==> src/verilog/core_pkg.sv <==
`default_nettype none

package core_pkg;

    // Operation codes
    // Codes 10 to 14 carry no operation and are illegal
    typedef enum logic [3:0] {
        NOP  = 4'd0,
        ADD  = 4'd1,
        SUB  = 4'd2,
        AND  = 4'd3,
        OR   = 4'd4,
        XOR  = 4'd5,
        MUL  = 4'd6,
        SHL  = 4'd7,
        SHR  = 4'd8,
        LDC  = 4'd9,
        STOP = 4'd15
    } opcode_t;

    localparam int INSTRUCTION_WIDTH = 32;
    localparam int OPCODE_WIDTH = 4;
    localparam int REG_FIELD_WIDTH = 4;
    localparam int REGS_PER_CHANNEL = 16;
    localparam int IMMEDIATE_WIDTH = 16;

    // Field positions inside the instruction word
    localparam int OPCODE_LSB = 28;
    localparam int DEST_LSB = 24;
    localparam int SRC_A_LSB = 20;
    localparam int SRC_B_LSB = 16;
    localparam int IMMEDIATE_LSB = 0;

    function automatic logic opcode_is_illegal(input logic [OPCODE_WIDTH-1:0] code);
        return code inside {[4'd10 : 4'd14]};
    endfunction

endpackage

`default_nettype wire
==> src/verilog/alu.sv <==
`timescale 1ns/100ps
`default_nettype none

module alu
    import core_pkg::*;
#(
    parameter int DATA_WIDTH = 32,
    parameter int MAX_CHANNELS = 4,
    localparam int ADDRESS_WIDTH = $clog2(MAX_CHANNELS) + REG_FIELD_WIDTH
) (
    input  logic clock,
    input  logic reset,
    input  logic op_valid,
    input  opcode_t op_code,
    input  logic [ADDRESS_WIDTH-1:0] op_dest,
    input  logic [IMMEDIATE_WIDTH-1:0] op_immediate,
    input  logic [DATA_WIDTH-1:0] read_data_a,
    input  logic [DATA_WIDTH-1:0] read_data_b,
    output logic write,
    output logic [ADDRESS_WIDTH-1:0] write_address,
    output logic [DATA_WIDTH-1:0] write_data
);

    logic [DATA_WIDTH-1:0] result;
    logic signed [DATA_WIDTH-1:0] immediate_extended;
    logic [4:0] shift_amount;

    assign immediate_extended = $signed(op_immediate);
    assign shift_amount = read_data_b[4:0];

    // Product keeps only the low DATA_WIDTH bits
    always_comb begin
        case (op_code)
            ADD: result = read_data_a + read_data_b;
            SUB: result = read_data_a - read_data_b;
            AND: result = read_data_a & read_data_b;
            OR: result = read_data_a | read_data_b;
            XOR: result = read_data_a ^ read_data_b;
            MUL: result = read_data_a * read_data_b;
            SHL: result = read_data_a << shift_amount;
            SHR: result = read_data_a >> shift_amount;
            LDC: result = immediate_extended;
            default: result = '0;
        endcase
    end

    // Writeback stage
    always_ff @(posedge clock) begin
        if (reset) begin
            write <= 1'b0;
        end else begin
            write <= op_valid;
        end
    end

    always_ff @(posedge clock) begin
        write_address <= op_dest;
        write_data <= result;
    end

endmodule

`default_nettype wire

==> config.mk <==
export PLATFORM = sky130hd
export DESIGN_NAME = alu
export DESIGN_NICKNAME = d
export VERILOG_FILES = /design/src/verilog/core_pkg.sv /design/src/verilog/alu.sv
export SDC_FILE = /design/constraint.sdc
export NUM_CORES = 2
export LEC_CHECK = 0
export ABC_AREA = 1
export BUFFER_PORTS_ARGS = -buffer_cell sky130_fd_sc_hd__buf_2
export CAP_MARGIN = 20
export CORE_MARGIN = 3
export CORE_UTILIZATION = 66
export DETAILED_ROUTE_END_ITERATION = 8
export PLACE_DENSITY = 0.95
export SYNTH_ARGS = -nofsm -noshare
export SYNTH_HDL_FRONTEND = slang
export SYNTH_SLANG_ARGS = --single-unit
export TNS_END_PERCENT = 50
==> constraint.sdc <==
create_clock -name clock -period 9.4 [get_ports clock]
set_input_delay 0.47 -clock clock [delete_from_list [all_inputs] [get_ports clock]]
set_output_delay 0.47 -clock clock [all_outputs]
set_load 0.01 [all_outputs]
==> impl_metrics.toml <==
[run_status]
status = "complete, no violations"

[detailed_routing]
route.met3.wl_um = 14980
vias = 25540
wl_met2_um = 39170
drt-met1-wl_um = 30900
ant_nets = 0
wl_um = 91970
drcViolationCount = 0
drtIter0Drc = 3359
maxUsedRoutingLayer = "met5"
viasPerCell = 6.078
routedWlPerCell_um = 21.89
first_pass_iters = 8

[worst_hold_path]
hp-class = "in -> reg"

[timing]
fmax_mhz = 134.3
setup_tns_ns = 0
slew_headroom_pct = 24.41
hold_viol_final = 0
worst_slew_pin_slew_ns = 1.133
period_share_pct = 79.21
setup_viol = 0
slew_violations = 0
period_needed_ns = 7.446
rsz0062_at_grt = "no"

[synth]
synth_top_cell_area_share_pct = 32.66
seq_area_frac_synth_pct = 3.114
synth_edf_count = 0
synth_ff_type = "dfxtp_1"
syn_nets = 4431
yosys.area_share.xor_xnor_pct = 1.921
yosysUniqueCellTypes = 58
yosys.area.top_type = "fa_1"
synth_compound_area_share_pct = 11.89
syn_area_mm2 = 0.02507
synth_top_family_by_area = "adder cells"
synth_common_cells = "1,020 x nand2_1, 933 x inv_1, 409 x fa_1"
synth_simple_gate_area_share_pct = 21.57
synth_fa_ha_area_share_pct = 43.64
ys_async_sr_fraction_pct = 0
ys_seq_elements = 39
yosysMostFrequentCell = "nand2_1"
syn_area_per_cell_um2 = 6.760
synthMuxAreaShare_pct = 0.3194
synth_cells = 3709
yosysWarnings = 0
yosys-top-cells-area = "fa_1 33%, nand2_1 15%, inv_1 14%"

[setup_path]
worstSetupStartpointType = "input port"
worstPathRequired_ns = 9.57
cp_max_fo = 26
cp-end-kind = "register"
cp.arrival_ns = 7.62
path_class = "in -> reg"

[place]
dp_hpwl_um = 72590
gp_congestion = 1.144
numPortBuffers = 131

[clock_tree]
clkTransAtPathRegs_ns = 0.07
cts_tree = "built"
clockBufferDepth = 2
cts_buffers = 5
clock_sinks = 39
post_cts_buffers = 0
cts_resized = 0
postCtsHoldBufs = 0
clockRootBuffer = "clkbuf_16"
cts_max_level = 2

[layout]
fillCellCount = 3058
layout-drive-gt1-share_pct = 6.061
regArea_um2 = 780.7
syn_to_final_growth_pct = 3.448
fin_nets = 4417
multi_input_area_mm2 = 0.01989

[global_routing]
grt-ovfl-total = 0
grt_pass1_vias = 26150
grt_pass1_wl_um = 140600
grtUsageTotal_pct = 44.94
grt_start_max_net_pins = 77
grt_antenna_before_repair = 4

[die]
die_x_um = 200.9
dieArea_mm2 = 0.04036
die_y_um = 200.9
core_mm2 = 0.03705
start_util_pct = 67.67
io_pins = 132
rows = 70

[run]
maxCapViolations = 0
## per-layer routing
layer	up-vias	global-route usage, %
met5	-	0
met2	2053	69.02
li1	11080	-
met3	535	15.50
met4	2	25.97
met1	11870	55.21
## registers in the layout, indices dropped and copies added (netlist names)
name           cells
write              1
write_address      6
write_data        32
## final timing paths
check / start / endpoint / cells past startpoint
worst min-delay path: op_dest[4] / write_address[4] / 1
worst max-delay path: read_data_a[10] / write_data[28] / 26
## cells by family after synthesis
family,after synthesis
compound gates,508
xor+xnor,55
fa+ha+maj,629
buf+inv,1130
flops,39
mux,8
simple gates,1340
## worst max-delay path, stage by stage
cell	delay (ns)
buf_2	0.75
ha_1	0.42
inv_1	0.09
fa_1	0.36
inv_1	0.08
fa_1	0.44
fa_1	0.52
inv_1	0.05
fa_1	0.47
inv_1	0.05
fa_1	0.48
fa_1	0.56
fa_1	0.45
fa_1	0.46
ha_1	0.39
nand2_1	0.11
inv_1	0.08
nand2_1	0.05
nor3_1	0.39
nand4_1	0.22
nand3_1	0.21
a21oi_1	0.08
o21bai_1	0.16
nand2_1	0.07
nand3_1	0.10
nand3_1	0.08
## per-stage QoR
stage / std cells / hold WS [ns] / area [µm²] / setup WS (ns) / utilization [%]
6_report: 4202 / 0.2576 / 25940 / 1.954 / 70.01
5_1_grt: 4200 / 0.2580 / 25930 / 1.595 / 69.99
3_3_place_gp: 4192 / 0.5722 / 25760 / 1.816 / 69.53
4_1_cts: 4200 / 0.2613 / 25930 / 2.067 / 69.99
2_1_floorplan: 3709 / 0.4977 / 25070 / 2.321 / -
3_5_place_dp: 4192 / 0.5760 / 25760 / 1.767 / 69.53
## placed cells by master (no fill, tap or decap), drive strengths merged, types with 4 or more instances in the layout
master	count
nand2	1027
inv	945
fa	409
ha	220
o21ai	212
buf	163
a21oi	151
nor2	132
nand3	111
xor2	43
dfxtp	39
o211ai	30
nor3	24
a221oi	18
a31oi	17
nand4	17
or2	16
a21o	13
o2111ai	13
a211oi	12
xnor2	12
o21a	8
mux2i	8
o221ai	8
o21bai	7
nor4	5
nand3b	5
clkbuf	5
o22ai	4
a22oi	4
## layout make-up
| cell class | count | share of cell area, % |
|---|---|---|
| tap | 504 | 2.431 |
| timing repair buffer | 163 | 3.464 |
| multi-input combinational | 2540 | 76.70 |
| inverter | 946 | 13.71 |
| antenna | 2 | 0.01930 |
| sequential | 39 | 3.010 |
| clock inverter | 3 | 0.1785 |
| clock buffer | 5 | 0.4824 |
Power is not shown: default switching activity piles up to over one toggle a cycle in this logic, so the estimate is an artifact.
