[src/verilog/core_pkg.sv]
`default_nettype none

package core_pkg;

    // Operation codes
    // Codes 10 to 14 carry no operation and are illegal
    typedef enum logic [3:0] {
        NOP  = 4'd0,
        ADD  = 4'd1,
        SUB  = 4'd2,
        AND  = 4'd3,
        OR   = 4'd4,
        XOR  = 4'd5,
        MUL  = 4'd6,
        SHL  = 4'd7,
        SHR  = 4'd8,
        LDC  = 4'd9,
        STOP = 4'd15
    } opcode_t;

    localparam int INSTRUCTION_WIDTH = 32;
    localparam int OPCODE_WIDTH = 4;
    localparam int REG_FIELD_WIDTH = 4;
    localparam int REGS_PER_CHANNEL = 16;
    localparam int IMMEDIATE_WIDTH = 16;

    // Field positions inside the instruction word
    localparam int OPCODE_LSB = 28;
    localparam int DEST_LSB = 24;
    localparam int SRC_A_LSB = 20;
    localparam int SRC_B_LSB = 16;
    localparam int IMMEDIATE_LSB = 0;

    function automatic logic opcode_is_illegal(input logic [OPCODE_WIDTH-1:0] code);
        return code inside {[4'd10 : 4'd14]};
    endfunction

endpackage

`default_nettype wire
[src/verilog/instruction_store.sv]
`timescale 1ns/100ps
`default_nettype none

module instruction_store
    import core_pkg::*;
#(
    parameter int PROGRAM_DEPTH = 64,
    localparam int PC_WIDTH = $clog2(PROGRAM_DEPTH)
) (
    input  logic clock,
    input  logic program_write,
    input  logic [PC_WIDTH-1:0] program_address,
    input  logic [INSTRUCTION_WIDTH-1:0] program_data,
    input  logic fetch,
    input  logic [PC_WIDTH-1:0] program_counter,
    output logic [INSTRUCTION_WIDTH-1:0] instruction
);

    logic [INSTRUCTION_WIDTH-1:0] memory [PROGRAM_DEPTH];

    // Host load port
    always_ff @(posedge clock) begin
        if (program_write) begin
            memory[program_address] <= program_data;
        end
    end

    // Fetched word is held until the next fetch
    always_ff @(posedge clock) begin
        if (fetch) begin
            instruction <= memory[program_counter];
        end
    end

endmodule

`default_nettype wire

[config.mk]
export PLATFORM = sky130hd
export DESIGN_NAME = instruction_store
export DESIGN_NICKNAME = d
export VERILOG_FILES = /design/src/verilog/core_pkg.sv /design/src/verilog/instruction_store.sv
export SDC_FILE = /design/constraint.sdc
export NUM_CORES = 2
export LEC_CHECK = 0
export BUFFER_PORTS_ARGS = -buffer_cell sky130_fd_sc_hd__buf_2
export CAP_MARGIN = 10
export CORE_AREA = 2 2 369 371
export CTS_BUF_LIST = sky130_fd_sc_hd__clkbuf_2
export DETAILED_ROUTE_END_ITERATION = 8
export DIE_AREA = 0 0 371 373
export PLACE_DENSITY_LB_ADDON = 0.15
export SKIP_CTS_REPAIR_TIMING = 1
export SYNTH_ARGS = -nofsm -noshare
export SYNTH_HDL_FRONTEND = slang
export SYNTH_SLANG_ARGS = --single-unit
[constraint.sdc]
create_clock -name clock -period 3.5 [get_ports clock]
set_input_delay 0.35 -clock clock [delete_from_list [all_inputs] [get_ports clock]]
set_output_delay 0.35 -clock clock [all_outputs]
set_load 0.05 [all_outputs]
==> impl_metrics.csv <==
group,metric,value,unit
critical_path,crit_path_cell_trace,"mux4_2 -> mux4_2 -> dlygate4sd3_1 -> o22ai_1 -> dlygate4sd3_1 -> nor2_1",
routing,firstDrtPassIters,5,
synth,synth_flop_cell,"edfxtp_1",
critical_path,required,5.07,ns
pwr,leakagePower,29.0,nW
synth,yosysUniqueCellTypes,33,
clocking,htreeDepth,5,
cells_and_area,stdcell_count,6194,
floorplan,fp.dieH,373,um
grt,grt_pass1_vias,40400,
pwr,irDropWorstVdd,362,uV
critical_path,crit_path_max_fanout,1,
timing,fin_setup_tns,0,ns
synth,ys_seq_area_share,79.2,%
floorplan,die_area,138000,sq um
placed_design,dp_cells,5203,
timing,fin_worst_skew,0.152,ns
synth,syn-cell-area,78800,sq um
clocking,clk_path_buf_depth,4,
cells_and_area,synthToLayoutAreaGrowth,13.3,%
floorplan,num_rows,135,
clocking,clk_pin_slew_worst_paths,0.11,ns
routing,drt_iter0_markers,5620,
cells_and_area,final_nets,4108,
floorplan,initial_core_util,58.6,%
timing,clock.fmax,302,MHz
placed_design,place_area,83200,sq um
grt,grt_max_degree,77,
grt,antenna_found_initial,7,
critical_path,cp_slowest_cell,"dlygate4sd3_1",
clocking,cts_root_buffer,"clkbuf_2",
critical_path,worst_setup_path_end_kind,"register",
hold_path,hold_path_class,"in -> reg",
clocking,cts_tree,"yes",
synth,synth_area_leaders,"edfxtp_1 (79%), mux4_2 (16%), mux2i_1 (1.2%)",
routing,via_count,40000,
critical_path,crit_family,"buffers and inverters",
synth,syn_nets,3371,
routing,routedWlPerCell,32.9,um
clocking,numCtsBuffers,496,
floorplan,die_w,371,um
grt,grt.overflow.total,0,
placed_design,io_buffers,78,
critical_path,cp.depth,6,
routing,post-route-drc-count,0,
timing,drv_slew,0,
routing,via_per_inst,6.46,
hold_path,worstHoldPathCells,4,
synth,syn_area_per_cell,23.7,sq um
clocking,clock_latency,1.84,ns
critical_path,r2r_cells,6,
timing,holdWs,0.0995,ns
grt,grt_pass1_wl,284,mm
critical_path,slowest_delay,0.71,ns
timing,fin_crit,3.31,ns
synth,yosys.area.top_type,"edfxtp_1",
timing,finalHoldViolCount,0,
routing,routed_wl,204,mm
synth,yosysWarnings,0,
critical_path,worst-path-buf-inv,2,
pwr,power.density,509,nW/um^2
placed_design,gp_congestion,0.820,
synth,syn-instance-count,3324,
cells_and_area,drive_above_1_share,37.4,%
routing,ant_nets,0,
timing,relSlewSlack,19.4,%
clocking,clock_sinks,2080,
synth,synthArstFlopShare,0,%
critical_path,arrival,4.88,ns
cells_and_area,stdcell_area,89300,sq um
status,status,"completed",
synth,yosysTopAreaCellShare,79.2,%
critical_path,crit_type,"reg -> reg",
timing,rsz0062_at_grt,"no",
floorplan,core,135000,sq um
critical_path,startpoint_type,"register",
synth,yosys_register_bits,2080,
grt,grt_usage,29.5,%
placed_design,place_hpwl,110,mm
timing,fin_crit_sh,94.7,%
timing,setup_violations,0,
synth,synth-edff-count,2080,
job,drv_cap,0,
timing,tightest_slew,1.21,ns
floorplan,ios,79,
[sequential cells by signal, summed over array words and instances (netlist names)]
signal       count
instruction     32
memory        2048
[power breakdown]
| group | internal (mW) | total, mW | switching, mW |
|---|---|---|---|
| clock network | 5.71 | 14.9 | 9.18 |
| registers | 27.6 | 27.7 | 0.0888 |
| logic | 1.15 | 2.88 | 1.73 |
| total | 34.4 | 45.5 | 11.0 |
[placed cells by master (no fill, tap or decap), types with 4 or more instances in the layout]
cell           Yosys  final
bufinv_16          0      6
mux2i_1           93     93
edfxtp_1        2080   2080
nand2_1           26     26
nor3_1             7      5
o221ai_1          27     27
nand3b_1           5      5
a41o_1             4      4
buf_2             57     73
clkbuf_2           0    689
clkinv_2           0     24
nor2b_1           15     15
nand2b_1           8      8
o32ai_1            4      4
nor2_1           137     75
a21oi_1           62     62
nand3_1            5      5
buf_16             0     27
a22oi_1           12     12
clkinv_1           0    114
o22ai_1           84     84
diode_2            0     13
nor2_4             0     62
a311oi_1           8      8
mux4_2           544    544
buf_12             0     50
dlygate4sd3_1      0    109
inv_2              0      4
and3_1             4      4
buf_4             25    159
[layer usage]
| layer | vias to the layer above | global-route usage (%) | wire (um) |
|---|---|---|---|
| li1 | 16100 | - | - |
| met1 | 20900 | 41.7 | 75200 |
| met2 | 2650 | 46.7 | 101000 |
| met3 | 323 | 6.55 | 22600 |
| met4 | 2 | 9.58 | 5210 |
| met5 | - | 0 | 8 |
[metrics by stage]
stage	power, mW	worst slack, ns	utilization [%]
2_1_floorplan	29.7	0.498	-
3_3_place_gp	30.8	0.112	61.8
3_5_place_dp	30.9	0.103	61.8
4_1_cts	45.6	0.107	64.9
5_1_grt	47.2	0.123	66.3
6_report	45.5	0.186	66.4
[worst min-delay path, delay by kind of cell]
| family | cells | cell delay [ns] |
|---|---|---|
| buf+inv | 4 | 1.44 |
[cells in the mapped netlist (2+ instances only)]
cell type / n
a22oi_1: 12
and2_1: 2
buf_2: 57
or3b_1: 2
o32ai_1: 4
nor3_1: 7
nand3_1: 5
nor2_1: 137
or3b_2: 3
buf_1: 21
or3_1: 3
buf_4: 25
a41o_1: 4
nand4_1: 2
a21oi_1: 62
o221ai_1: 27
buf_6: 5
nand2_1: 26
mux4_2: 544
mux2i_1: 93
clkbuf_1: 74
o22ai_1: 84
nand2b_1: 8
a311oi_1: 8
edfxtp_1: 2080
nand3b_1: 5
nor2b_1: 15
and3_1: 4
[logic make-up after synthesis]
logic type,Yosys count,synth area share [%]
compound gates,202,1.67
mux,637,16.7
buf+inv,182,1.12
flops,2080,79.2
simple gates,223,1.26
[path summary, 6_finish.rpt]
path / from / endpoint / slack, ns
hold reg to reg: memory[28][4]$_DFFE_PP_ / instruction[4]$_DFFE_PP_ / 0.85
hold / removal: program_data[1] / memory[22][1]$_DFFE_PP_ / 0.1
setup reg to reg: memory[15][2]$_DFFE_PP_ / instruction[2]$_DFFE_PP_ / 0.19
setup / recovery: memory[15][2]$_DFFE_PP_ / instruction[2]$_DFFE_PP_ / 0.19
[area by class of cell]
type / instances / area [sq um]
antenna: 13 / 32.5
clock buffer: 689 / 3450
clock inverter: 148 / 743
fill: 8741 / 45300
multi-input combinational: 1062 / 16000
sequential: 2080 / 62500
tap: 1781 / 2230
timing repair buffer: 421 / 4440
Note: power is estimated with default switching activity, not from simulation.
