==> src/verilog/sequence_counter.sv <==
`timescale 1ns/100ps
`default_nettype none

module sequence_counter #(
    parameter int PROGRAM_DEPTH = 64,
    parameter int MAX_CHANNELS = 4,
    localparam int PC_WIDTH = $clog2(PROGRAM_DEPTH),
    localparam int CHANNEL_WIDTH = $clog2(MAX_CHANNELS)
) (
    input  logic clock,
    input  logic reset,
    input  logic pc_clear,
    input  logic pc_step,
    input  logic channel_clear,
    input  logic channel_step,
    output logic [PC_WIDTH-1:0] program_counter,
    output logic [CHANNEL_WIDTH-1:0] channel,
    output logic pc_last
);

    // Clear wins over step on both counters
    always_ff @(posedge clock) begin
        if (reset || pc_clear) begin
            program_counter <= '0;
        end else if (pc_step) begin
            program_counter <= program_counter + 1'b1;
        end
    end

    always_ff @(posedge clock) begin
        if (reset || channel_clear) begin
            channel <= '0;
        end else if (channel_step) begin
            channel <= channel + 1'b1;
        end
    end

    assign pc_last = program_counter == PC_WIDTH'(PROGRAM_DEPTH - 1);

    // The burst must clear the channel instead of wrapping it
    channel_in_range: assert property (
        @(posedge clock) disable iff (reset)
        channel_step |-> (channel != CHANNEL_WIDTH'(MAX_CHANNELS - 1))
    ) else $error("Channel counter stepped past the last channel");

endmodule

`default_nettype wire

==> config.mk <==
export PLATFORM = sky130hd
export DESIGN_NAME = sequence_counter
export DESIGN_NICKNAME = d
export VERILOG_FILES = /design/src/verilog/sequence_counter.sv
export SDC_FILE = /design/constraint.sdc
export NUM_CORES = 1
export LEC_CHECK = 0
export ABC_AREA = 1
export BUFFER_PORTS_ARGS = -buffer_cell sky130_fd_sc_hd__buf_2
export CAP_MARGIN = 10
export CORE_AREA = 4 4 41 43
export DETAILED_ROUTE_END_ITERATION = 8
export DIE_AREA = 0 0 45 47
export PLACE_DENSITY = 0.58
export SETUP_SLACK_MARGIN = 0.15
export SYNTH_ARGS = -nofsm -noshare
export SYNTH_HDL_FRONTEND = slang
export SYNTH_SLANG_ARGS = --single-unit
==> constraint.sdc <==
create_clock -name clock -period 1.1 [get_ports clock]
set_clock_uncertainty 0.2 [all_clocks]
set_input_delay 0.11 -clock clock [delete_from_list [all_inputs] [get_ports clock]]
set_output_delay 0.11 -clock clock [all_outputs]
set_load 0.05 [all_outputs]
==> results.md <==
- The die extent in y is 47 um.
- The remaining max-slew budget at the tightest pin is 88.0%.
- At the end of the flow, the number of nets in the layout was 85.
- In the post-synthesis netlist, the cell with the most instances is sky130_fd_sc_hd__nand2_1.
- Sorting the synthesized cells by area gives the leading types as sky130_fd_sc_hd__dfxtp_1 47%, sky130_fd_sc_hd__nand2_1 11%, sky130_fd_sc_hd__nor2_1 9.9%, sky130_fd_sc_hd__a21oi_1 7.4%, sky130_fd_sc_hd__o21ai_0 4.4%.
- sky130_fd_sc_hd__dfxtp_1 takes more of the synthesized area than any other cell.
- The clock reaches the later pin of the worst-skew pair after 0.26 ns.
- The initial DRC count is 2.
- The count of cells in the finished layout, fillers not included, comes to 92.
- After routing the design area is 776 sq um.
- The first-pass iteration count of the detailed router is 2.
- In this run the worst hold path is classified as in -> reg.
- The floorplan row count is 13.
- The most critical setup path has its endpoint at pc_last.
- The most frequently used flop master after synthesis is sky130_fd_sc_hd__dfxtp_1.
- The launching point of the worst reg2reg path is program_counter[1].
- The worst-path maximum fanout is 2.
- After synthesis, the mean cell area works out to 7.40 sq um.
- The number of setup violations in the final report is 10.
- The gate count of the mapped netlist is 46.
- For this design the static power due to leakage is 0.000342 uW.
- The critical path goes through ha_4 > nand3_4 > nor2_4 > buf_6.
- The number of antenna violations at the first check in global routing is 0.
- Once placement completed, the tool counted placed cells totaling 80.
- Across all hold checks on the routed design, the worst slack comes to -0.0978 ns.
- The detail-routed net length per standard cell is 11.0 um.
- The total routed wirelength is 1.02 mm.
- The count of antenna diodes in the layout is 0.
- The total area inside the core boundary comes to 1300 sq um.
- The count of nets left with antenna violations once routing finished came out at 0.
- At the pin with the least slew margin, the transition time is 0.180 ns.
- After routing, the total negative slack on setup checks comes to -1.28 ns.
- At the end of the flow the core is filled with cells to 59.6%.
- After detailed routing, the number of remaining DRC violations is 0.
- Dividing the final minimum period by the clock period gives 123%.
- The mapped cell area is 340 sq um.
- The global-route usage over all layers is 11.1%.
- In this run the tool buffered the top-level ports with 14 buffer cells.
- The critical path required time is 0.79 ns.
- The final period demand of the worst path is 1.36 ns.
- The signed area change from the synthesized netlist to the final layout is 128%.
- Across the VDD grid, the largest voltage drop is 672 uV.
- The kind of cell with the highest combined delay on the critical path is flip-flops.
- For this design, the slowest cell found on the critical path is sky130_fd_sc_hd__dfxtp_4.
- The upper clock frequency limit is 736 MHz.
- The number of global-route vias before repair is 384.
- The setup slack after layout is -0.258 ns.
- Setup repair after global routing could not meet its margin everywhere.
- The fraction of synthesized cell area taken by the top area cell type is 47.1%.
- The die covers 2120 sq um.
- The endpoint of the most critical register-to-register path is program_counter[5].
- The net count after synthesis is 53.
- Counting flops with a built-in enable in the synthesized netlist gives 0.
- In this run the number of H-tree levels came out at 1.
- The highest cell delay on the worst timing path is 0.35 ns.
- The effective utilization at floorplan is 26.2%.
- TritonCTS built the clock tree.
- The global-route wire length before repair is 1.61 mm.
- In this run the horizontal extent of the chip is 45 um.
- Sequential cells were found to cover 47.1% of the synthesized design area.
- The clock-pin slew on the worst setup and hold paths is 0.06 ns.
- STA classifies the critical path endpoint as a primary output.
- The tree is rooted in a sky130_fd_sc_hd__clkbuf_4.
- Measured in cells, the most critical reg-to-reg path has a length of 7.
- The longest clock path from root to sink contains 2 buffers.
- After legalization and detailed placement, the total HPWL measured 625 um.
- The number of library cell types mapped by synthesis is 12.
- Global routing finished with a remaining overflow of 0.
- The fraction of layout instances using a drive strength above 1 is 70.1%.
- During synthesis, Yosys emitted a total of 0 warnings.
- The number of vias per cell after detailed routing is 4.32.
- The maximum number of pins on one net before global-route repair is 7.
- Across all register-to-register paths, the minimum setup slack is -0.13 ns.
- The total clock buffers created by CTS is 3.
- The worst setup path is of the reg -> out kind.
- Pin placement for this block handled 15 I/O pins.
- For this block, the via count after detailed routing is 397.
- Across the run, the number of max-cap violations was 0.
- Synthesis inferred 8 register bits.
- The critical path startpoint is program_counter[0].
- Counting both buffers and inverters, the worst setup path holds a total of 1.
- The commonest cells after synthesis are 10 x sky130_fd_sc_hd__nand2_1, 9 x sky130_fd_sc_hd__nor2_1, 8 x sky130_fd_sc_hd__dfxtp_1, 5 x sky130_fd_sc_hd__a21oi_1, 4 x sky130_fd_sc_hd__inv_1.
- The final reports fail on hold timing, setup timing.
- Counting buffers and inverters, the worst setup path is 4 cells deep.
- The power density of the placed cells is 838 nW/um^2.
- For this run, asynchronously set or reset flops after synthesis account for 0%.
- The flow ran to the end, but the final reports show violations.
- The type of element launching the critical path is a flip-flop.
- The clock sink total is 8.
- The last weighted congestion value of the routability-driven placer is 0.646.
- The total count of hold-check failures in the final report is 4.
- The worst endpoint data arrival time is 1.05 ns.
- The worst setup slack before clock tree synthesis is -0.120 ns.
- The final max-slew violation count is 0.
- The instance area after placement is 522 sq um.
layout make-up:
| class | instances | area, sq um |
|---|---|---|
| fill | 134 | 526 |
| timing repair buffer | 27 | 282 |
| multi-input combinational | 34 | 246 |
| sequential | 8 | 188 |
| clock buffer | 4 | 26.3 |
| tap | 15 | 18.8 |
| inverter | 4 | 15.0 |
what timing repair did:
item                                    in CTS  in global routing
hold endpoints to repair                     4                  4
gates resized for setup                     40                  8
setup buffers                                5                  3
endpoints found under the setup margin      15                 17
pin swaps                                   10                  5
how the worst min path moves through the flow:
stage	startpoint	to	cells after the start
finish	channel_clear	channel[0]	3
global route	channel_clear	channel[0]	3
CTS	channel_clear	channel[0]	3
detailed placement	pc_step	program_counter[0]	2
global placement	pc_step	program_counter[0]	2
floorplan	pc_step	program_counter[0]	1
report_power, final:
| group | internal (uW) | switching [uW] |
|---|---|---|
| registers | 282 | 5.64 |
| clock network | 140 | 112 |
| logic | 52.3 | 58.2 |
| total | 474 | 176 |
cell usage in the layout, fill, tap and decap left out, types with 4 or more instances in the layout:
master / instances
sky130_fd_sc_hd__a21oi_1: 4
sky130_fd_sc_hd__buf_2: 5
sky130_fd_sc_hd__buf_4: 7
sky130_fd_sc_hd__buf_6: 7
sky130_fd_sc_hd__buf_8: 7
sky130_fd_sc_hd__dfxtp_4: 7
sky130_fd_sc_hd__nand2_1: 7
sky130_fd_sc_hd__nor2_1: 6
per-stage QoR:
| step | hold slack (ns) | total power, uW |
|---|---|---|
| 4_1_cts | -0.108 | 651 |
| 2_1_floorplan | -0.0106 | 337 |
| 3_5_place_dp | 0.158 | 366 |
| 3_3_place_gp | 0.152 | 364 |
| 6_report | -0.0978 | 650 |
| 5_1_grt | -0.0919 | 688 |
metal layers:
layer / share of wire, % / vias to the layer above / global-route usage (%)
met2: 52 / 11 / 18.9
met3: 6.6 / 2 / 6.51
met4: 0.89 / 0 / 5.26
met1: 40 / 173 / 10.8
met5: 0 / - / 0
li1: - / 211 / -
sequential cells by signal, indices dropped and copies added, names as in the netlist:
| register | flops |
|---|---|
| channel | 2 |
| program_counter | 6 |
worst reg2reg max path, cell delays in order (launching register included):
cell and delay [ns]:
sky130_fd_sc_hd__dfxtp_4 0.35, sky130_fd_sc_hd__buf_4 0.10, sky130_fd_sc_hd__buf_6 0.11, sky130_fd_sc_hd__nand2_4 0.05, sky130_fd_sc_hd__nor2_4 0.15, sky130_fd_sc_hd__nand3_2 0.07, sky130_fd_sc_hd__nand2_1 0.06, sky130_fd_sc_hd__nor2_1 0.04
cell families after synthesis:
kind of cell | share of synthesized area [%]
fa+ha+maj | 3.68
simple gates | 30.5
buf+inv | 4.41
compound gates | 11.8
xor+xnor | 2.57
flops | 47.1
Note: power is estimated with default switching activity, not from simulation.
