**config.mk**
```make
export PLATFORM = sky130hd
export DESIGN_NAME = control_unit
export DESIGN_NICKNAME = d
export VERILOG_FILES = /design/src/verilog/core_pkg.sv /design/src/verilog/control_unit.sv
export SDC_FILE = /design/constraint.sdc
export NUM_CORES = 1
export LEC_CHECK = 0
export ABC_AREA = 1
export BUFFER_PORTS_ARGS = -buffer_cell sky130_fd_sc_hd__buf_2
export CAP_MARGIN = 15
export CORE_ASPECT_RATIO = 1.2
export CORE_UTILIZATION = 30
export CTS_BUF_LIST = sky130_fd_sc_hd__clkbuf_16
export CTS_CLUSTER_SIZE = 10
export DETAILED_ROUTE_END_ITERATION = 10
export PLACE_DENSITY_LB_ADDON = 0.25
export SYNTH_ARGS = -nofsm -noshare
export SYNTH_HDL_FRONTEND = slang
export SYNTH_SLANG_ARGS = --single-unit
```
**constraint.sdc**
```tcl
create_clock -name clock -period 2.7 [get_ports clock]
set_clock_uncertainty 0.2 [all_clocks]
set_input_delay 0 -clock clock [delete_from_list [all_inputs] [get_ports clock]]
set_output_delay 0 -clock clock [all_outputs]
set_load 0.01 [all_outputs]
```
**src/verilog/core_pkg.sv**
```systemverilog
`default_nettype none

package core_pkg;

    // Operation codes
    // Codes 10 to 14 carry no operation and are illegal
    typedef enum logic [3:0] {
        NOP  = 4'd0,
        ADD  = 4'd1,
        SUB  = 4'd2,
        AND  = 4'd3,
        OR   = 4'd4,
        XOR  = 4'd5,
        MUL  = 4'd6,
        SHL  = 4'd7,
        SHR  = 4'd8,
        LDC  = 4'd9,
        STOP = 4'd15
    } opcode_t;

    localparam int INSTRUCTION_WIDTH = 32;
    localparam int OPCODE_WIDTH = 4;
    localparam int REG_FIELD_WIDTH = 4;
    localparam int REGS_PER_CHANNEL = 16;
    localparam int IMMEDIATE_WIDTH = 16;

    // Field positions inside the instruction word
    localparam int OPCODE_LSB = 28;
    localparam int DEST_LSB = 24;
    localparam int SRC_A_LSB = 20;
    localparam int SRC_B_LSB = 16;
    localparam int IMMEDIATE_LSB = 0;

    function automatic logic opcode_is_illegal(input logic [OPCODE_WIDTH-1:0] code);
        return code inside {[4'd10 : 4'd14]};
    endfunction

endpackage

`default_nettype wire
```
**src/verilog/control_unit.sv**
```systemverilog
`timescale 1ns/100ps
`default_nettype none

module control_unit
    import core_pkg::*;
#(
    parameter int MAX_CHANNELS = 4,
    localparam int CHANNEL_WIDTH = $clog2(MAX_CHANNELS),
    localparam int COUNT_WIDTH = $clog2(MAX_CHANNELS + 1),
    localparam int ADDRESS_WIDTH = CHANNEL_WIDTH + REG_FIELD_WIDTH
) (
    input  logic clock,
    input  logic reset,
    input  logic run,
    input  logic [COUNT_WIDTH-1:0] active_channels,
    input  logic pc_last,
    input  logic [CHANNEL_WIDTH-1:0] channel,
    input  logic decoded_stop,
    input  logic decoded_illegal,
    input  logic decoded_nop,
    input  logic write,
    input  logic [ADDRESS_WIDTH-1:0] write_address,
    output logic busy,
    output logic done,
    output logic fault,
    output logic fetch,
    output logic issue,
    output logic pc_clear,
    output logic pc_step,
    output logic channel_clear,
    output logic channel_step
);

    typedef enum logic [2:0] {IDLE, FETCH, WAIT, ISSUE, DRAIN, END} state_t;

    state_t state;
    state_t next_state;
    logic end_fault;
    logic next_end_fault;
    logic [COUNT_WIDTH-1:0] channel_count;
    logic [CHANNEL_WIDTH-1:0] last_channel;
    logic count_valid;
    logic start;
    logic last_issue;
    logic drain_count;
    logic drain_done;

    assign start = (state == IDLE) && run;
    assign count_valid = (active_channels != '0)
                      && (active_channels <= COUNT_WIDTH'(MAX_CHANNELS));
    assign last_channel = CHANNEL_WIDTH'(channel_count - 1'b1);

    //////////////////////////////////////////////////
    // Strobes to the counters and the pipeline
    //////////////////////////////////////////////////

    assign fetch = state == FETCH;
    assign issue = (state == ISSUE) && !decoded_stop && !decoded_illegal;
    assign last_issue = issue && (channel == last_channel);
    assign channel_step = issue && !last_issue;
    assign channel_clear = start || last_issue;
    assign pc_clear = start;

    // NOP writes nothing and ends its drain on the second DRAIN cycle
    assign drain_done = decoded_nop ? drain_count
        : write && (write_address[ADDRESS_WIDTH-1 -: CHANNEL_WIDTH] == last_channel);
    assign pc_step = (state == DRAIN) && drain_done && !pc_last;

    assign busy = state != IDLE;
    assign done = (state == END) && !end_fault;
    assign fault = (state == END) && end_fault;

    always_comb begin
        next_state = state;
        next_end_fault = end_fault;
        case (state)
            IDLE: begin
                if (run) begin
                    next_state = count_valid ? FETCH : END;
                    next_end_fault = !count_valid;
                end
            end
            FETCH: next_state = WAIT;
            WAIT: next_state = ISSUE;
            ISSUE: begin
                if (decoded_stop || decoded_illegal) begin
                    next_state = END;
                    next_end_fault = decoded_illegal;
                end else if (last_issue) begin
                    next_state = DRAIN;
                end
            end
            DRAIN: begin
                // Running off the end of the store is a fault
                if (drain_done) begin
                    next_state = pc_last ? END : FETCH;
                    next_end_fault = pc_last;
                end
            end
            END: next_state = IDLE;
            default: next_state = IDLE;
        endcase
    end

    always_ff @(posedge clock) begin
        if (reset) begin
            state <= IDLE;
            end_fault <= 1'b0;
            channel_count <= '0;
            drain_count <= 1'b0;
        end else begin
            state <= next_state;
            end_fault <= next_end_fault;
            drain_count <= state == DRAIN;
            if (start) begin
                channel_count <= active_channels;
            end
        end
    end

    // Issue stays below the latched channel count
    issue_in_burst: assert property (
        @(posedge clock) disable iff (reset)
        issue |-> (channel < channel_count)
    ) else $error("Issue outside the channel burst");

endmodule

`default_nettype wire

```
==> out/metrics.yaml <==
grt:
  grt_pass1_wl_microns: 2390
  antenna_found_initial: 0
  grt_usage: 0.147
  grt_overflow: 0
  grt_pass1_vias: 634
  grt_max_degree: 7
synthesis:
  avgSynthCellArea_sq_um: 6.21
  yosysTopAreaCell: "dfxtp_1"
  ys_types: 21
  netlist_area_sq_um: 566
  ys_warn_count: 0
  syn_inst: 91
  syn-num-nets: 110
  synth_seq_cells: 7
  synthTopCellsByArea: "dfxtp_1 25%, nand2_1 14%, inv_1 11%, nand3_2 8.8%, nand3_1 6.2%"
  synth.top_cell.area_share: 0.248
  synth_seq_area_share: 0.248
final_layout:
  fin_nets: 142
  fin_cells: 140
  area_growth_pct: 45.6
  n_antenna_cell: 0
  drive_above_1_share: 0.377
clocking:
  root_buffer: "clkbuf_16"
  post_cts_resized: 0
  cts_tree: "done"
  insertion_delay_ns: 0.23
  cts_buffers: 3
  htree_levels: 1
  clock-sinks: 7
  clk_pin_slew_ns: 0.04
  clock_path_buffers: 2
run:
  cap_violations: 0
placement:
  hpwlAfterDp_microns: 1060
  dp.cells: 132
  port_buffers: 23
  routabilityCongestion: 0.782
  dp_slack_ns: 1.26
timing:
  fin_crit_ns: 1.93
  slew_headroom: 0.832
  setup_slack_ns: 0.771
  fin_setup_tns_ns: 0
  fin_crit_sh: 0.714
  final_hold_viol_count: 1
  finalSetupViolCount: 0
  rsz0062_at_grt: "no"
  slew_violations: 0
  tightest_slew_ns: 0.252
  holdWs_ns: -0.00382
  fmaxAchievable_ghz: 0.518
power:
  ir_drop_uv: 571
  p_per_area_mw_per_mm2: 1110
  p_leak_nw: 0.468
status:
  violations: "negative hold slack"
  outcome: "finished with violations"
worst_hold_path:
  hold_class: "in2reg"
die:
  die_w_microns: 41.6
  die_area_sq_mm: 0.00206
  io_pins: 28
  dieHeight_microns: 49.6
  initial_core_util: 0.332
  rows: 16
  coreArea_sq_mm: 0.00170
setup_path:
  start_kind: "flop"
  critPathMaxFanout: 4
  reg2reg_slack_ns: 0.77
  crit_path_end_kind: "flop"
  crit_required_ns: 2.68
  crit_type: "reg2reg"
  crit_arrival_ns: 1.90
detailed_routing:
  post-route-drc-count: 0
  wirelength_microns: 1350
  vias: 653
  viasPerCell: 4.66
  route.antenna.remaining_nets: 0
  wl_per_cell_microns: 9.64
  firstDrtPassIters: 4
  first_iter_violations: 10
## final timing paths
| path | cells after the start | from | end |
|---|---|---|---|
| max | 8 | state[1] | state[2] |
| min | 5 | run | channel_count[1] |
| max reg2reg | 8 | state[1] | state[2] |
| min reg2reg | 2 | channel_count[1] | channel_count[1] |
## worst max-delay path, cell delays in order, from the launching register on
cell and delay [ns]:
dfxtp_1 0.33, inv_1 0.13, nand2_2 0.10, nor2_2 0.15
nand3_1 0.10, nand3_1 0.08, nand4_1 0.09, a21oi_1 0.13
dlygate4sd3_1 0.55
## per-layer routing
metal  wire length (microns)  vias up  global-route usage  share of wire
met5                       0        -                   0              0
met4                      10        0              0.0484         0.0074
met3                      75        2              0.0440          0.056
li1                        -      348                   -              -
met2                     699       21               0.258           0.52
met1                     565      282               0.167           0.42
## cell usage in the layout, fill, tap and decap left out, drive strengths merged
cell type / synthesis / layout
a211oi: 1 / 1
a21oi: 4 / 4
a22oi: 1 / 1
buf: 0 / 23
clkbuf: 0 / 3
clkinv: 0 / 1
dfxtp: 7 / 7
dlygate4sd3: 0 / 4
inv: 20 / 20
nand2: 25 / 25
nand3: 12 / 12
nand4: 2 / 2
nor2: 11 / 11
nor3: 1 / 1
o211ai: 1 / 1
o21ai: 2 / 2
o21bai: 1 / 1
o31ai: 1 / 1
or2: 1 / 1
xor2: 1 / 1
## cells by family (layout without fill, tap and decap cells)
| logic type | after synthesis | count (layout) | share of synthesized area |
|---|---|---|---|
| buf+inv | 20 | 51 | 0.133 |
| compound gates | 11 | 11 | 0.128 |
| simple gates | 52 | 52 | 0.476 |
| xor+xnor | 1 | 1 | 0.0155 |
| flops | 7 | 7 | 0.248 |
## power breakdown
part,internal [W],total [W],leakage (nW),switching (W)
sequential,0.000147,0.000194,0.0578,0.0000467
combinational,0.000184,0.000466,0.369,0.000281
clock,0.000194,0.000253,0.0409,0.0000588
## sequential cells by signal (all words and copies together), names as in the netlist
name           flops
channel_count      2
drain_count        1
end_fault          1
state              3
## stage by stage
stage                      util  total power (W)  area [sq um]  hold WS (ns)
final                     0.484         0.000913           823      -0.00382
after global routing      0.484         0.000999           823        0.0498
after CTS                 0.484         0.000917           823       0.00151
after detailed placement  0.413         0.000643           703        0.0232
after global placement    0.413         0.000638           703        0.0199
after floorplan               -         0.000535           566        -0.150
## layout make-up
type                       count  area [sq um]
timing repair buffer          27           155
clock inverter                 1          5.00
inverter                      20          75.1
sequential                     7           140
tap                           18          22.5
clock buffer                   3          75.1
fill                         170           878
multi-input combinational     64           350
## cells in the mapped netlist
| cell type | number |
|---|---|
| nand3_2 | 5 |
| xor2_1 | 1 |
| o21bai_1 | 1 |
| nor2_1 | 7 |
| dfxtp_1 | 7 |
| inv_1 | 16 |
| nor2_2 | 3 |
| a211oi_1 | 1 |
| o31ai_1 | 1 |
| nand2_2 | 4 |
| nand2_1 | 21 |
| o211ai_2 | 1 |
| nand4_1 | 2 |
| nor3_1 | 1 |
| nand3_1 | 7 |
| inv_2 | 4 |
| a22oi_1 | 1 |
| o21ai_1 | 2 |
| nor2_4 | 1 |
| a21oi_1 | 4 |
| or2_2 | 1 |
## repair_timing
item | CTS | global route
setup buffers | 0 | 0
hold endpoints to repair | 7 | 0
hold buffers | 4 | 0
Power figures use the tool's default switching activity.
