==> src/verilog/core_pkg.sv <==
`default_nettype none

package core_pkg;

    // Operation codes
    // Codes 10 to 14 carry no operation and are illegal
    typedef enum logic [3:0] {
        NOP  = 4'd0,
        ADD  = 4'd1,
        SUB  = 4'd2,
        AND  = 4'd3,
        OR   = 4'd4,
        XOR  = 4'd5,
        MUL  = 4'd6,
        SHL  = 4'd7,
        SHR  = 4'd8,
        LDC  = 4'd9,
        STOP = 4'd15
    } opcode_t;

    localparam int INSTRUCTION_WIDTH = 32;
    localparam int OPCODE_WIDTH = 4;
    localparam int REG_FIELD_WIDTH = 4;
    localparam int REGS_PER_CHANNEL = 16;
    localparam int IMMEDIATE_WIDTH = 16;

    // Field positions inside the instruction word
    localparam int OPCODE_LSB = 28;
    localparam int DEST_LSB = 24;
    localparam int SRC_A_LSB = 20;
    localparam int SRC_B_LSB = 16;
    localparam int IMMEDIATE_LSB = 0;

    function automatic logic opcode_is_illegal(input logic [OPCODE_WIDTH-1:0] code);
        return code inside {[4'd10 : 4'd14]};
    endfunction

endpackage

`default_nettype wire
==> src/verilog/decoder.sv <==
`timescale 1ns/100ps
`default_nettype none

module decoder
    import core_pkg::*;
#(
    parameter int MAX_CHANNELS = 4,
    localparam int CHANNEL_WIDTH = $clog2(MAX_CHANNELS),
    localparam int ADDRESS_WIDTH = CHANNEL_WIDTH + REG_FIELD_WIDTH
) (
    input  logic clock,
    input  logic reset,
    input  logic [INSTRUCTION_WIDTH-1:0] instruction,
    input  logic issue,
    input  logic [CHANNEL_WIDTH-1:0] channel,
    output logic decoded_stop,
    output logic decoded_illegal,
    output logic decoded_nop,
    output logic [ADDRESS_WIDTH-1:0] read_address_a,
    output logic [ADDRESS_WIDTH-1:0] read_address_b,
    output logic op_valid,
    output opcode_t op_code,
    output logic [ADDRESS_WIDTH-1:0] op_dest,
    output logic [IMMEDIATE_WIDTH-1:0] op_immediate
);

    logic [OPCODE_WIDTH-1:0] raw_opcode;
    opcode_t opcode_q;
    logic [REG_FIELD_WIDTH-1:0] dest_q;
    logic [REG_FIELD_WIDTH-1:0] src_a_q;
    logic [REG_FIELD_WIDTH-1:0] src_b_q;
    logic [IMMEDIATE_WIDTH-1:0] immediate_q;

    assign raw_opcode = instruction[OPCODE_LSB +: OPCODE_WIDTH];

    //////////////////////////////////////////////////
    // Field and class stage
    //////////////////////////////////////////////////

    // The store holds its word, so these settle one cycle after the fetch lands
    always_ff @(posedge clock) begin
        opcode_q <= opcode_t'(raw_opcode);
        dest_q <= instruction[DEST_LSB +: REG_FIELD_WIDTH];
        src_a_q <= instruction[SRC_A_LSB +: REG_FIELD_WIDTH];
        src_b_q <= instruction[SRC_B_LSB +: REG_FIELD_WIDTH];
        immediate_q <= instruction[IMMEDIATE_LSB +: IMMEDIATE_WIDTH];
    end

    always_ff @(posedge clock) begin
        if (reset) begin
            decoded_stop <= 1'b0;
            decoded_illegal <= 1'b0;
            decoded_nop <= 1'b0;
        end else begin
            decoded_stop <= raw_opcode == STOP;
            decoded_illegal <= opcode_is_illegal(raw_opcode);
            decoded_nop <= raw_opcode == NOP;
        end
    end

    // Channel bank selected by the upper address bits
    assign read_address_a = {channel, src_a_q};
    assign read_address_b = {channel, src_b_q};

    //////////////////////////////////////////////////
    // Operation stage
    //////////////////////////////////////////////////

    always_ff @(posedge clock) begin
        if (reset) begin
            op_valid <= 1'b0;
        end else begin
            op_valid <= issue && !decoded_nop;
        end
    end

    always_ff @(posedge clock) begin
        op_code <= opcode_q;
        op_dest <= {channel, dest_q};
        op_immediate <= immediate_q;
    end

endmodule

`default_nettype wire

==> config.mk <==
export PLATFORM = sky130hd
export DESIGN_NAME = decoder
export DESIGN_NICKNAME = d
export VERILOG_FILES = /design/src/verilog/core_pkg.sv /design/src/verilog/decoder.sv
export SDC_FILE = /design/constraint.sdc
export NUM_CORES = 1
export LEC_CHECK = 0
export ABC_AREA = 1
export BUFFER_PORTS_ARGS = -buffer_cell sky130_fd_sc_hd__clkbuf_2
export CAP_MARGIN = 20
export CORE_MARGIN = 2
export CORE_UTILIZATION = 44
export CTS_CLUSTER_DIAMETER = 40
export DETAILED_ROUTE_END_ITERATION = 10
export PLACE_DENSITY = 0.81
export SLEW_MARGIN = 10
export SYNTH_ARGS = -nofsm -noshare
export SYNTH_HDL_FRONTEND = slang
export SYNTH_SLANG_ARGS = --single-unit
==> constraint.sdc <==
create_clock -name clock -period 0.8 [get_ports clock]
set_input_delay 0.12 -clock clock [delete_from_list [all_inputs] [get_ports clock]]
set_output_delay 0.12 -clock clock [all_outputs]
set_load 0.1 [all_outputs]
==> impl_metrics.ini, run 1 <==
[place]
dp_cells = 190
place_congestion = 0.7822
port_buffers = 78
dp_hpwl_mm = 2.592
dpl_cell_area_um2 = 2424

[clock_network]
htreeDepth = 3
post_cts_buffers = 0
cts.sinks = 62
cts_buffer_depth = 2
cts_buffers = 9
hold_buffers = 36
cts_resized = 0
cts_root_buf = clkbuf_4

[outcome]
error_line = [ERROR DPL-0033] detailed placement checks failed during check placement.
run_status = did not finish
stop_stage = clock tree synthesis (4_1_cts)

[die]
ios = 79
row_count = 20
start_util_pct = 45.13
die_w_um = 59.27
die_height_um = 59.27

[synthesis]
syn_area_per_cell_um2 = 16.19
ys_warn_count = 0
ys_seq_elements = 62
syn_area_um2 = 1344
synthesis.instances = 83
synth_area_leader_cell = dfxtp_1
syn_nets = 120
yosysSeqAreaShare_pct = 92.36
synthTopCellsByArea = dfxtp_1 92%, buf_4 2.2%, nand2_1 1.7%
synth_cell_type_count = 7
synth_top_area_share_pct = 92.36
## cell families after synthesis
kind of cell	synth area share, %
flip-flops	92.36
buffers and inverters	3.352
AND/OR/NAND/NOR	4.283
## metrics by stage
| step | setup WS, ns | util [%] | hold WS [ns] |
|---|---|---|---|
| 3_5_place_dp | 0.1549 | 81.39 | 0.2239 |
| 3_3_place_gp | 0.1763 | 81.39 | 0.2226 |
| 2_1_floorplan | -0.06139 | - | 0.1477 |
## Yosys cell counts
library cell,n
buf_4,4
nor2_2,1
nor3_2,1
inv_1,4
nand2_1,6
nor2_1,5
dfxtp_1,62
==> run 2: changes to the inputs <==
Settings changed: CORE_AREA set to 2 2 63 65, CORE_MARGIN 2 to not set, CORE_UTILIZATION 44 to not set, CTS_CLUSTER_DIAMETER 40 to not set, DIE_AREA set to 0 0 65 67, PLACE_DENSITY 0.81 to not set, PLACE_DENSITY_LB_ADDON set to 0.15.
==> run 2 against run 1 <==
Effect of this change: the flow now finishes, with violations (setup timing); synthesized cell count unchanged; area after synthesis unchanged.
==> impl_metrics.ini, run 2 <==
[die]
coreArea_um2 = 3606
die_w_um = 65
start_util_pct = 37.27
ios = 79
dieArea_um2 = 4355
row_count = 22
die_height_um = 67

[outcome]
run_status = finished, violations left
violations = setup timing

[synthesis]
synth_cell_type_count = 7
yosysSeqAreaShare_pct = 92.36
ys_seq_elements = 62
synthesis.instances = 83
synthTopCellsByArea = dfxtp_1 92%, buf_4 2.2%, nand2_1 1.7%
ys.flop_type = dfxtp_1
synth_commonest_cells = 62 x dfxtp_1, 6 x nand2_1, 5 x nor2_1, 4 x buf_4, 4 x inv_1
synth_edf_count = 0
synth_area_leader_cell = dfxtp_1
ys_warn_count = 0
syn_area_per_cell_um2 = 16.19
yosysMostFrequentCell = dfxtp_1
syn_nets = 120
synth_top_area_share_pct = 92.36
ys_async_sr_fraction_pct = 0
syn_area_um2 = 1344

[global_routing]
gr-usage-met2_pct = 28.74
grt_pass1_wl_mm = 4.767
grt_start_max_net_pins = 10
busiest_layer = met2
grt.total_usage_pct = 16.24
met3_usage_pct = 10.81
use_met1_pct = 14.53
antenna_found_initial = 0
grt_pass1_vias = 995
overflow = 0

[worst_setup_path]
crit_required_ns = 0.68
crit_chain = buf_12
critPathKind = flip-flop to output pin
endpoint_kind = output pin
cp_top_family = flip-flops
cp.depth = 1
cp.arrival_ns = 0.86
cp_slowest_cell = dfxtp_2
start_kind = flip-flop
slowest_delay_ns = 0.35
crit_fanout = 1
reg2reg_depth = 1
critical_path_buf_inv_count = 1

[timing]
fin_ws_ns = -0.1750
whs_ns = 0.3210
setup_viol = 38
rsz0062_at_grt = true
fmax_ghz = 1.026
drv_slew = 0
hold_viol_final = 0
worst_clock_skew_ns = 0.003924
finalCriticalPeriod_ns = 0.9750
worst_pin_slew_ns = 0.1665
max_slew_margin_pct = 88.87
min_period_over_period_pct = 121.9

[detailed_routing]
drt_drc_violations_left = 0
vias = 970
vias_per_cell = 3.880
routed_wl_mm = 3.101
postRouteAntennaNets = 0
routedWlPerCell_um = 12.40
dr.pass1.iters = 2
drtIter0Drc = 13

[clock_network]
insertion_delay_ns = 0.32
cts_buffers = 9
path_clk_slew_ns = 0.06
cts.sinks = 62
htreeDepth = 3
cts_buffer_depth = 2
tritoncts = done
cts_root_buf = clkbuf_8

[cells_and_area]
layout_commonest_cell = buf_12
final_cell_mix = 42 x buf_12, 38 x dfxtp_2, 36 x dlygate4sd3_1, 31 x clkbuf_2, 24 x dfxtp_1
reg_top3 = immediate_q (16), op_immediate (16), op_dest (6)
fin_cells = 250
final_nets = 237
fin_util_pct = 82.27
diodes = 0
finalInstanceArea_um2 = 2967
area_delta_synth_final_pct = 120.8
drive_above_1_share_pct = 63.86

[place]
place_congestion = 0.6344
dpl_cell_area_um2 = 2442
port_buffers = 78
dp_cells = 205
dp_hpwl_mm = 2.003

[hold_path]
holdCritPathClass = flip-flop to flip-flop
hold_depth = 0

[pwr]
ir_drop_uv = 2006
leakage_nw = 1.336
power_density_nw_per_um2 = 2477

[run]
max_cap_violations = 0
run 2: cell counts after synthesis:
Identical to the previous run, type by type.
run 2: layout make-up:
| class | count | area (um2) |
|---|---|---|
| tap | 48 | 60.06 |
| clock buffer | 11 | 141.4 |
| clock inverter | 2 | 35.03 |
| timing repair buffer | 110 | 1361 |
| multi-input combinational | 13 | 65.06 |
| sequential | 62 | 1289 |
| fill | 188 | 639.4 |
| inverter | 4 | 15.01 |
run 2: final timing paths:
check,slack [ns],start,endpoint
max,-0.18,src_b_q[2],read_address_b[2]
min,0.32,immediate_q[1],op_immediate[1]
max reg2reg,0.30,decoded_nop,op_valid
min reg2reg,0.32,immediate_q[1],op_immediate[1]
run 2: layer usage:
| metal | vias up | wire, um |
|---|---|---|
| met5 | - | 0 |
| met4 | 0 | 41 |
| met3 | 6 | 318 |
| met2 | 50 | 1702 |
| met1 | 436 | 1038 |
| li1 | 478 | - |
run 2: per-stage QoR:
step                      total power [mW]   TNS, ns  setup slack (ns)
after floorplan                      4.211  -0.06139          -0.06139
after global placement               4.788         0            0.1764
after detailed placement             4.810         0            0.1711
after CTS                            7.425    -6.490           -0.1943
after global routing                 7.601    -7.271           -0.2115
final                                7.347    -5.725           -0.1750
run 2: power by group:
| group | internal, mW | switching [mW] | total [mW] |
|---|---|---|---|
| Sequential | 3.28 | 0.0953 | 3.37 |
| Clock | 1.47 | 1.00 | 2.47 |
| Combinational | 0.585 | 0.921 | 1.51 |
| Total | 5.33 | 2.02 | 7.35 |
run 2: what timing repair did:
item / in CTS / in global routing
endpoints found under the setup margin: 38 / 40
buffers inserted: 0 / 0
pin swaps: 0 / 1
hold buffers: 36 / 0
gates resized for setup: 0 / 4
gates cloned: 0 / 0
hold endpoints to repair: 36 / 0
run 2: cell families (layout without fill, tap and decap cells):
| kind of cell | after synthesis | after routing | share of synthesized area, % |
|---|---|---|---|
| simple gates | 13 | 13 | 4.283 |
| flops | 62 | 62 | 92.36 |
| buf+inv | 8 | 127 | 3.352 |
Power figures use the tool's default switching activity.
==> run 3: changes to the inputs <==
Clock period 0.8 ns to 0.9 ns, I/O delays scaled along.
==> run 3 against run 2 <==
Effect of this change: the run still ends with setup timing left; global-route usage unchanged; first-iteration DRC count unchanged; wire length increased by 0.16%; clock skew about the same; register-to-register slack improved by 0.09 ns; die area unchanged; setup slack improved by 0.085 ns; via count increased by 1.3%; critical endpoint unchanged; highest routed layer unchanged.
==> impl_metrics.ini, run 3 (synthesized netlist as in run 2, its figures left out) <==
[cells_and_area]
diodes = 0
regArea_um2 = 1289
final_cell_mix = 42 x buf_12, 38 x dfxtp_2, 36 x clkbuf_2, 35 x dlygate4sd3_1, 24 x dfxtp_1
drive_above_1_share_pct = 63.41
fin_util_pct = 82.34
area_delta_synth_final_pct = 120.9
fin_cells = 253
finalInstanceArea_um2 = 2969
final_nets = 240
fillerInstances = 188
reg_top3 = immediate_q (16), op_immediate (16), op_dest (6)
multi_input_area_um2 = 57.56
layout_commonest_cell = buf_12

[place]
dp_cells = 205
port_buffers = 78
dpl_cell_area_um2 = 2442
dp_slack_ns = 0.2561
dp_hpwl_mm = 2.003
place_congestion = 0.6344

[detailed_routing]
drt_drc_violations_left = 0
vias_per_cell = 3.885
drtIter0Drc = 13
postRouteAntennaNets = 0
vias = 983
dr.pass1.iters = 2
routedWlPerCell_um = 12.28
routed_wl_mm = 3.106

[global_routing]
grt.total_usage_pct = 16.24
busiest_layer = met2
grt_start_max_net_pins = 10
antenna_found_initial = 0
grt_pass1_vias = 981
grt_pass1_wl_mm = 4.774
met3_usage_pct = 10.81
use_met1_pct = 14.74
gr-usage-met2_pct = 28.48
overflow = 0

[timing]
worst_clock_skew_ns = 0.003924
worst_pin_slew_ns = 0.1538
finalCriticalPeriod_ns = 0.9899
min_period_over_period_pct = 110.0
drv_slew = 0
fin_ws_ns = -0.08992
rsz0062_at_grt = true
hold_viol_final = 0
max_slew_margin_pct = 89.75
fmax_ghz = 1.010
setup_viol = 38

[worst_setup_path]
cp.depth = 1
critPathKind = flip-flop to output pin
crit_required_ns = 0.76
slowest_delay_ns = 0.35
cp_top_family = flip-flops
endpoint_kind = output pin
crit_fanout = 1
cp.arrival_ns = 0.85
critical_path_buf_inv_count = 1
cp_slowest_cell = dfxtp_2
crit_chain = buf_12
reg2reg_depth = 1
start_kind = flip-flop

[clock_network]
cts_buffers = 9
post_cts_buffers = 0
cts.sinks = 62
tritoncts = done
cts_buffer_depth = 2
htreeDepth = 3
cts_resized = 0
cts_root_buf = clkbuf_8
path_clk_slew_ns = 0.06
insertion_delay_ns = 0.32

[hold_path]
holdCritPathClass = primary input to flip-flop
hold_depth = 3

[die]
row_count = 22
die_height_um = 67
coreArea_um2 = 3606
start_util_pct = 37.27
die_w_um = 65
ios = 79
dieArea_um2 = 4355

[outcome]
violations = setup timing
run_status = finished, violations left

[pwr]
leakage_nw = 1.349
ir_drop_uv = 1791
power_density_nw_per_um2 = 2202

[run]
max_cap_violations = 0
run 3: final cells by class:
| cell class | instances | area share (%) |
|---|---|---|
| clock buffers | 11 | 4.762 |
| inverters | 4 | 0.5057 |
| well taps | 48 | 2.023 |
| flip-flops and latches | 62 | 43.41 |
| multi-input cells | 13 | 1.938 |
| repair buffers | 113 | 46.19 |
| clock inverters | 2 | 1.180 |
run 3: path summary, 6_finish.rpt:
check,startpoint,end,slack (ns)
hold reg to reg,immediate_q[1],op_immediate[1],0.32
hold / removal,issue,op_valid,0.02
setup reg to reg,decoded_nop,op_valid,0.39
setup / recovery,src_b_q[2],read_address_b[2],-0.09
run 3: through the flow:
stage | hold WS (ns) | TNS [ns] | total power, mW
3_3_place_gp | 0.2384 | 0 | 4.256
4_1_cts | 0.003339 | -3.260 | 6.597
3_5_place_dp | 0.2389 | 0 | 4.276
6_report | 0.01837 | -2.501 | 6.537
5_1_grt | 0.01704 | -4.021 | 6.758
2_1_floorplan | 0.1627 | 0 | 3.743
run 3: repair_timing:
item | CTS | global route
hold endpoints to repair | 35 | 0
pin swaps | 0 | 0
hold buffers | 35 | 0
endpoints found under the setup margin | 38 | 38
run 3: layer usage:
layer	routed length, um	share of wire, %	vias up
met2	1694	55	50
met5	0	0	-
met4	41	1.3	0
met1	1053	34	442
met3	316	10	6
li1	-	-	485
run 3: where the power goes:
| part | switching, mW | total (mW) | leakage [nW] | internal, mW |
|---|---|---|---|---|
| combinational | 0.819 | 1.34 | 0.734 | 0.522 |
| sequential | 0.0847 | 3.00 | 0.524 | 2.91 |
| clock | 0.897 | 2.20 | 0.0911 | 1.30 |
==> run 4: changes to the inputs <==
Settings changed: BUFFER_PORTS_ARGS -buffer_cell sky130_fd_sc_hd__clkbuf_2 to -buffer_cell sky130_fd_sc_hd__buf_2.
==> run 4 against run 3 <==
Effect of this change: the run still ends with setup timing left; final cell count up 0.79%; sequential cell count is the same; hold slack improved by 0.0021 ns; first-iteration DRC count rose by 92%; die area unchanged; core utilization did not move; non-clock buffer count is 1 lower; critical endpoint is now op_dest[5].
==> impl_metrics.ini, run 4 (synthesized netlist as in run 2, its figures left out) <==
[place]
dp_hpwl_mm = 2.037
dp_slack_ns = 0.2548
port_buffers = 78
place_congestion = 0.6350
dpl_cell_area_um2 = 2442

[pwr]
ir_drop_uv = 1610
leakage_nw = 1.341
p_total_mw = 6.512
power_density_nw_per_um2 = 2193

[clock_network]
cts_resized = 0
insertion_delay_ns = 0.32
tritoncts = done
cts.sinks = 62
cts_root_buf = clkbuf_8
htreeDepth = 3
path_clk_slew_ns = 0.07
cts_buffer_depth = 2
cts_buffers = 9

[worst_setup_path]
crit_required_ns = 0.76
cp_top_family = flip-flops
slowest_delay_ns = 0.35
reg2reg_setup_slack_ns = 0.39
reg2reg_depth = 1
crit_chain = buf_12
start_kind = flip-flop
critPathKind = flip-flop to output pin
r2r_end = op_valid
crit_path_start = op_dest[5]
cp_slowest_cell = dfxtp_2
endpoint_kind = output pin
r2r_start = decoded_nop
endpoint = op_dest[5]
crit_fanout = 1
cp.arrival_ns = 0.85
cp.depth = 1
critical_path_buf_inv_count = 1

[die]
die_height_um = 67
ios = 79
start_util_pct = 37.27
row_count = 22
die_w_um = 65
dieArea_um2 = 4355
coreArea_um2 = 3606

[global_routing]
grt_pass1_wl_mm = 4.892
overflow = 0
grt_start_max_net_pins = 11
antenna_found_initial = 0
grt_pass1_vias = 1038
grt.total_usage_pct = 16.21

[timing]
worst_pin_slew_ns = 0.1209
fmax_ghz = 1.019
worst_clock_skew_ns = 0.003799
hold_viol_final = 0
tns_ns = -2.510
rsz0062_at_grt = true
max_slew_margin_pct = 91.94
min_period_over_period_pct = 109.0
setup_viol = 38
drv_slew = 0
fin_ws_ns = -0.08140
finalCriticalPeriod_ns = 0.9814

[detailed_routing]
postRouteAntennaNets = 0
dr.pass1.iters = 3
vias_per_cell = 3.875
routed_wl_mm = 3.193
routedWlPerCell_um = 12.52
drt_drc_violations_left = 0
vias = 988
drtIter0Drc = 25

[cells_and_area]
final_cell_mix = 42 x buf_12, 38 x dfxtp_2, 36 x buf_2, 34 x dlygate4sd3_1, 24 x dfxtp_1
diodes = 0
finalInstanceArea_um2 = 2969
reg_top3 = immediate_q (16), op_immediate (16), op_dest (6)
final_nets = 239
area_delta_synth_final_pct = 120.9
drive_above_1_share_pct = 64.25
layout_commonest_cell = buf_12

[outcome]
run_status = finished, violations left
violations = setup timing

[hold_path]
hp-start = reset
holdCritPathClass = primary input to flip-flop

[run]
max_cap_violations = 0
==> run 4: final cells by class <==
| type | instances | area, um2 |
|---|---|---|
| well taps | 48 | 60.06 |
| repair buffers | 112 | 1361 |
| clock inverters | 3 | 17.52 |
| fillers | 194 | 636.9 |
| multi-input cells | 13 | 57.56 |
| flip-flops and latches | 62 | 1289 |
| clock buffers | 13 | 168.9 |
| inverters | 4 | 15.01 |
==> run 4: where the power goes <==
| group | total [mW] | internal (mW) | switching [mW] | leakage (nW) |
|---|---|---|---|---|
| sequential | 2.99 | 2.91 | 0.0834 | 0.524 |
| clock | 2.18 | 1.22 | 0.964 | 0.0954 |
| combinational | 1.34 | 0.520 | 0.818 | 0.722 |
| total | 6.51 | 4.65 | 1.87 | 1.34 |
==> run 4: how the worst min path moves through the flow <==
| stage | end | slack (ns) | depth (start not counted) |
|---|---|---|---|
| after CTS | decoded_stop | 0.004 | 2 |
| after detailed placement | immediate_q[7] | 0.24 | 1 |
| after global placement | src_b_q[3] | 0.24 | 1 |
| after floorplan | dest_q[0] | 0.16 | 0 |
| after global routing | decoded_stop | 0.02 | 2 |
| final | decoded_stop | 0.02 | 2 |
==> run 4: layer usage <==
layer / part of all wire [%] / track usage (%)
met1: 35 / 15.28
met2: 55 / 30.41
met3: 7.6 / 5.743
met4: 1.6 / 8.777
met5: 0 / 0
==> run 4: through the flow <==
step | std cells | utilization, % | hold slack (ns)
floorplan | 83 | - | 0.1627
global placement | 205 | 67.73 | 0.2382
detailed placement | 205 | 67.73 | 0.2389
CTS | 255 | 82.34 | 0.003708
global route | 255 | 82.34 | 0.02050
finish | 255 | 82.34 | 0.02047
==> run 4: what timing repair did <==
action	in CTS	in global routing
hold endpoints to repair	34	0
setup endpoints to repair	38	38
buffers inserted	0	0
hold buffers	34	0
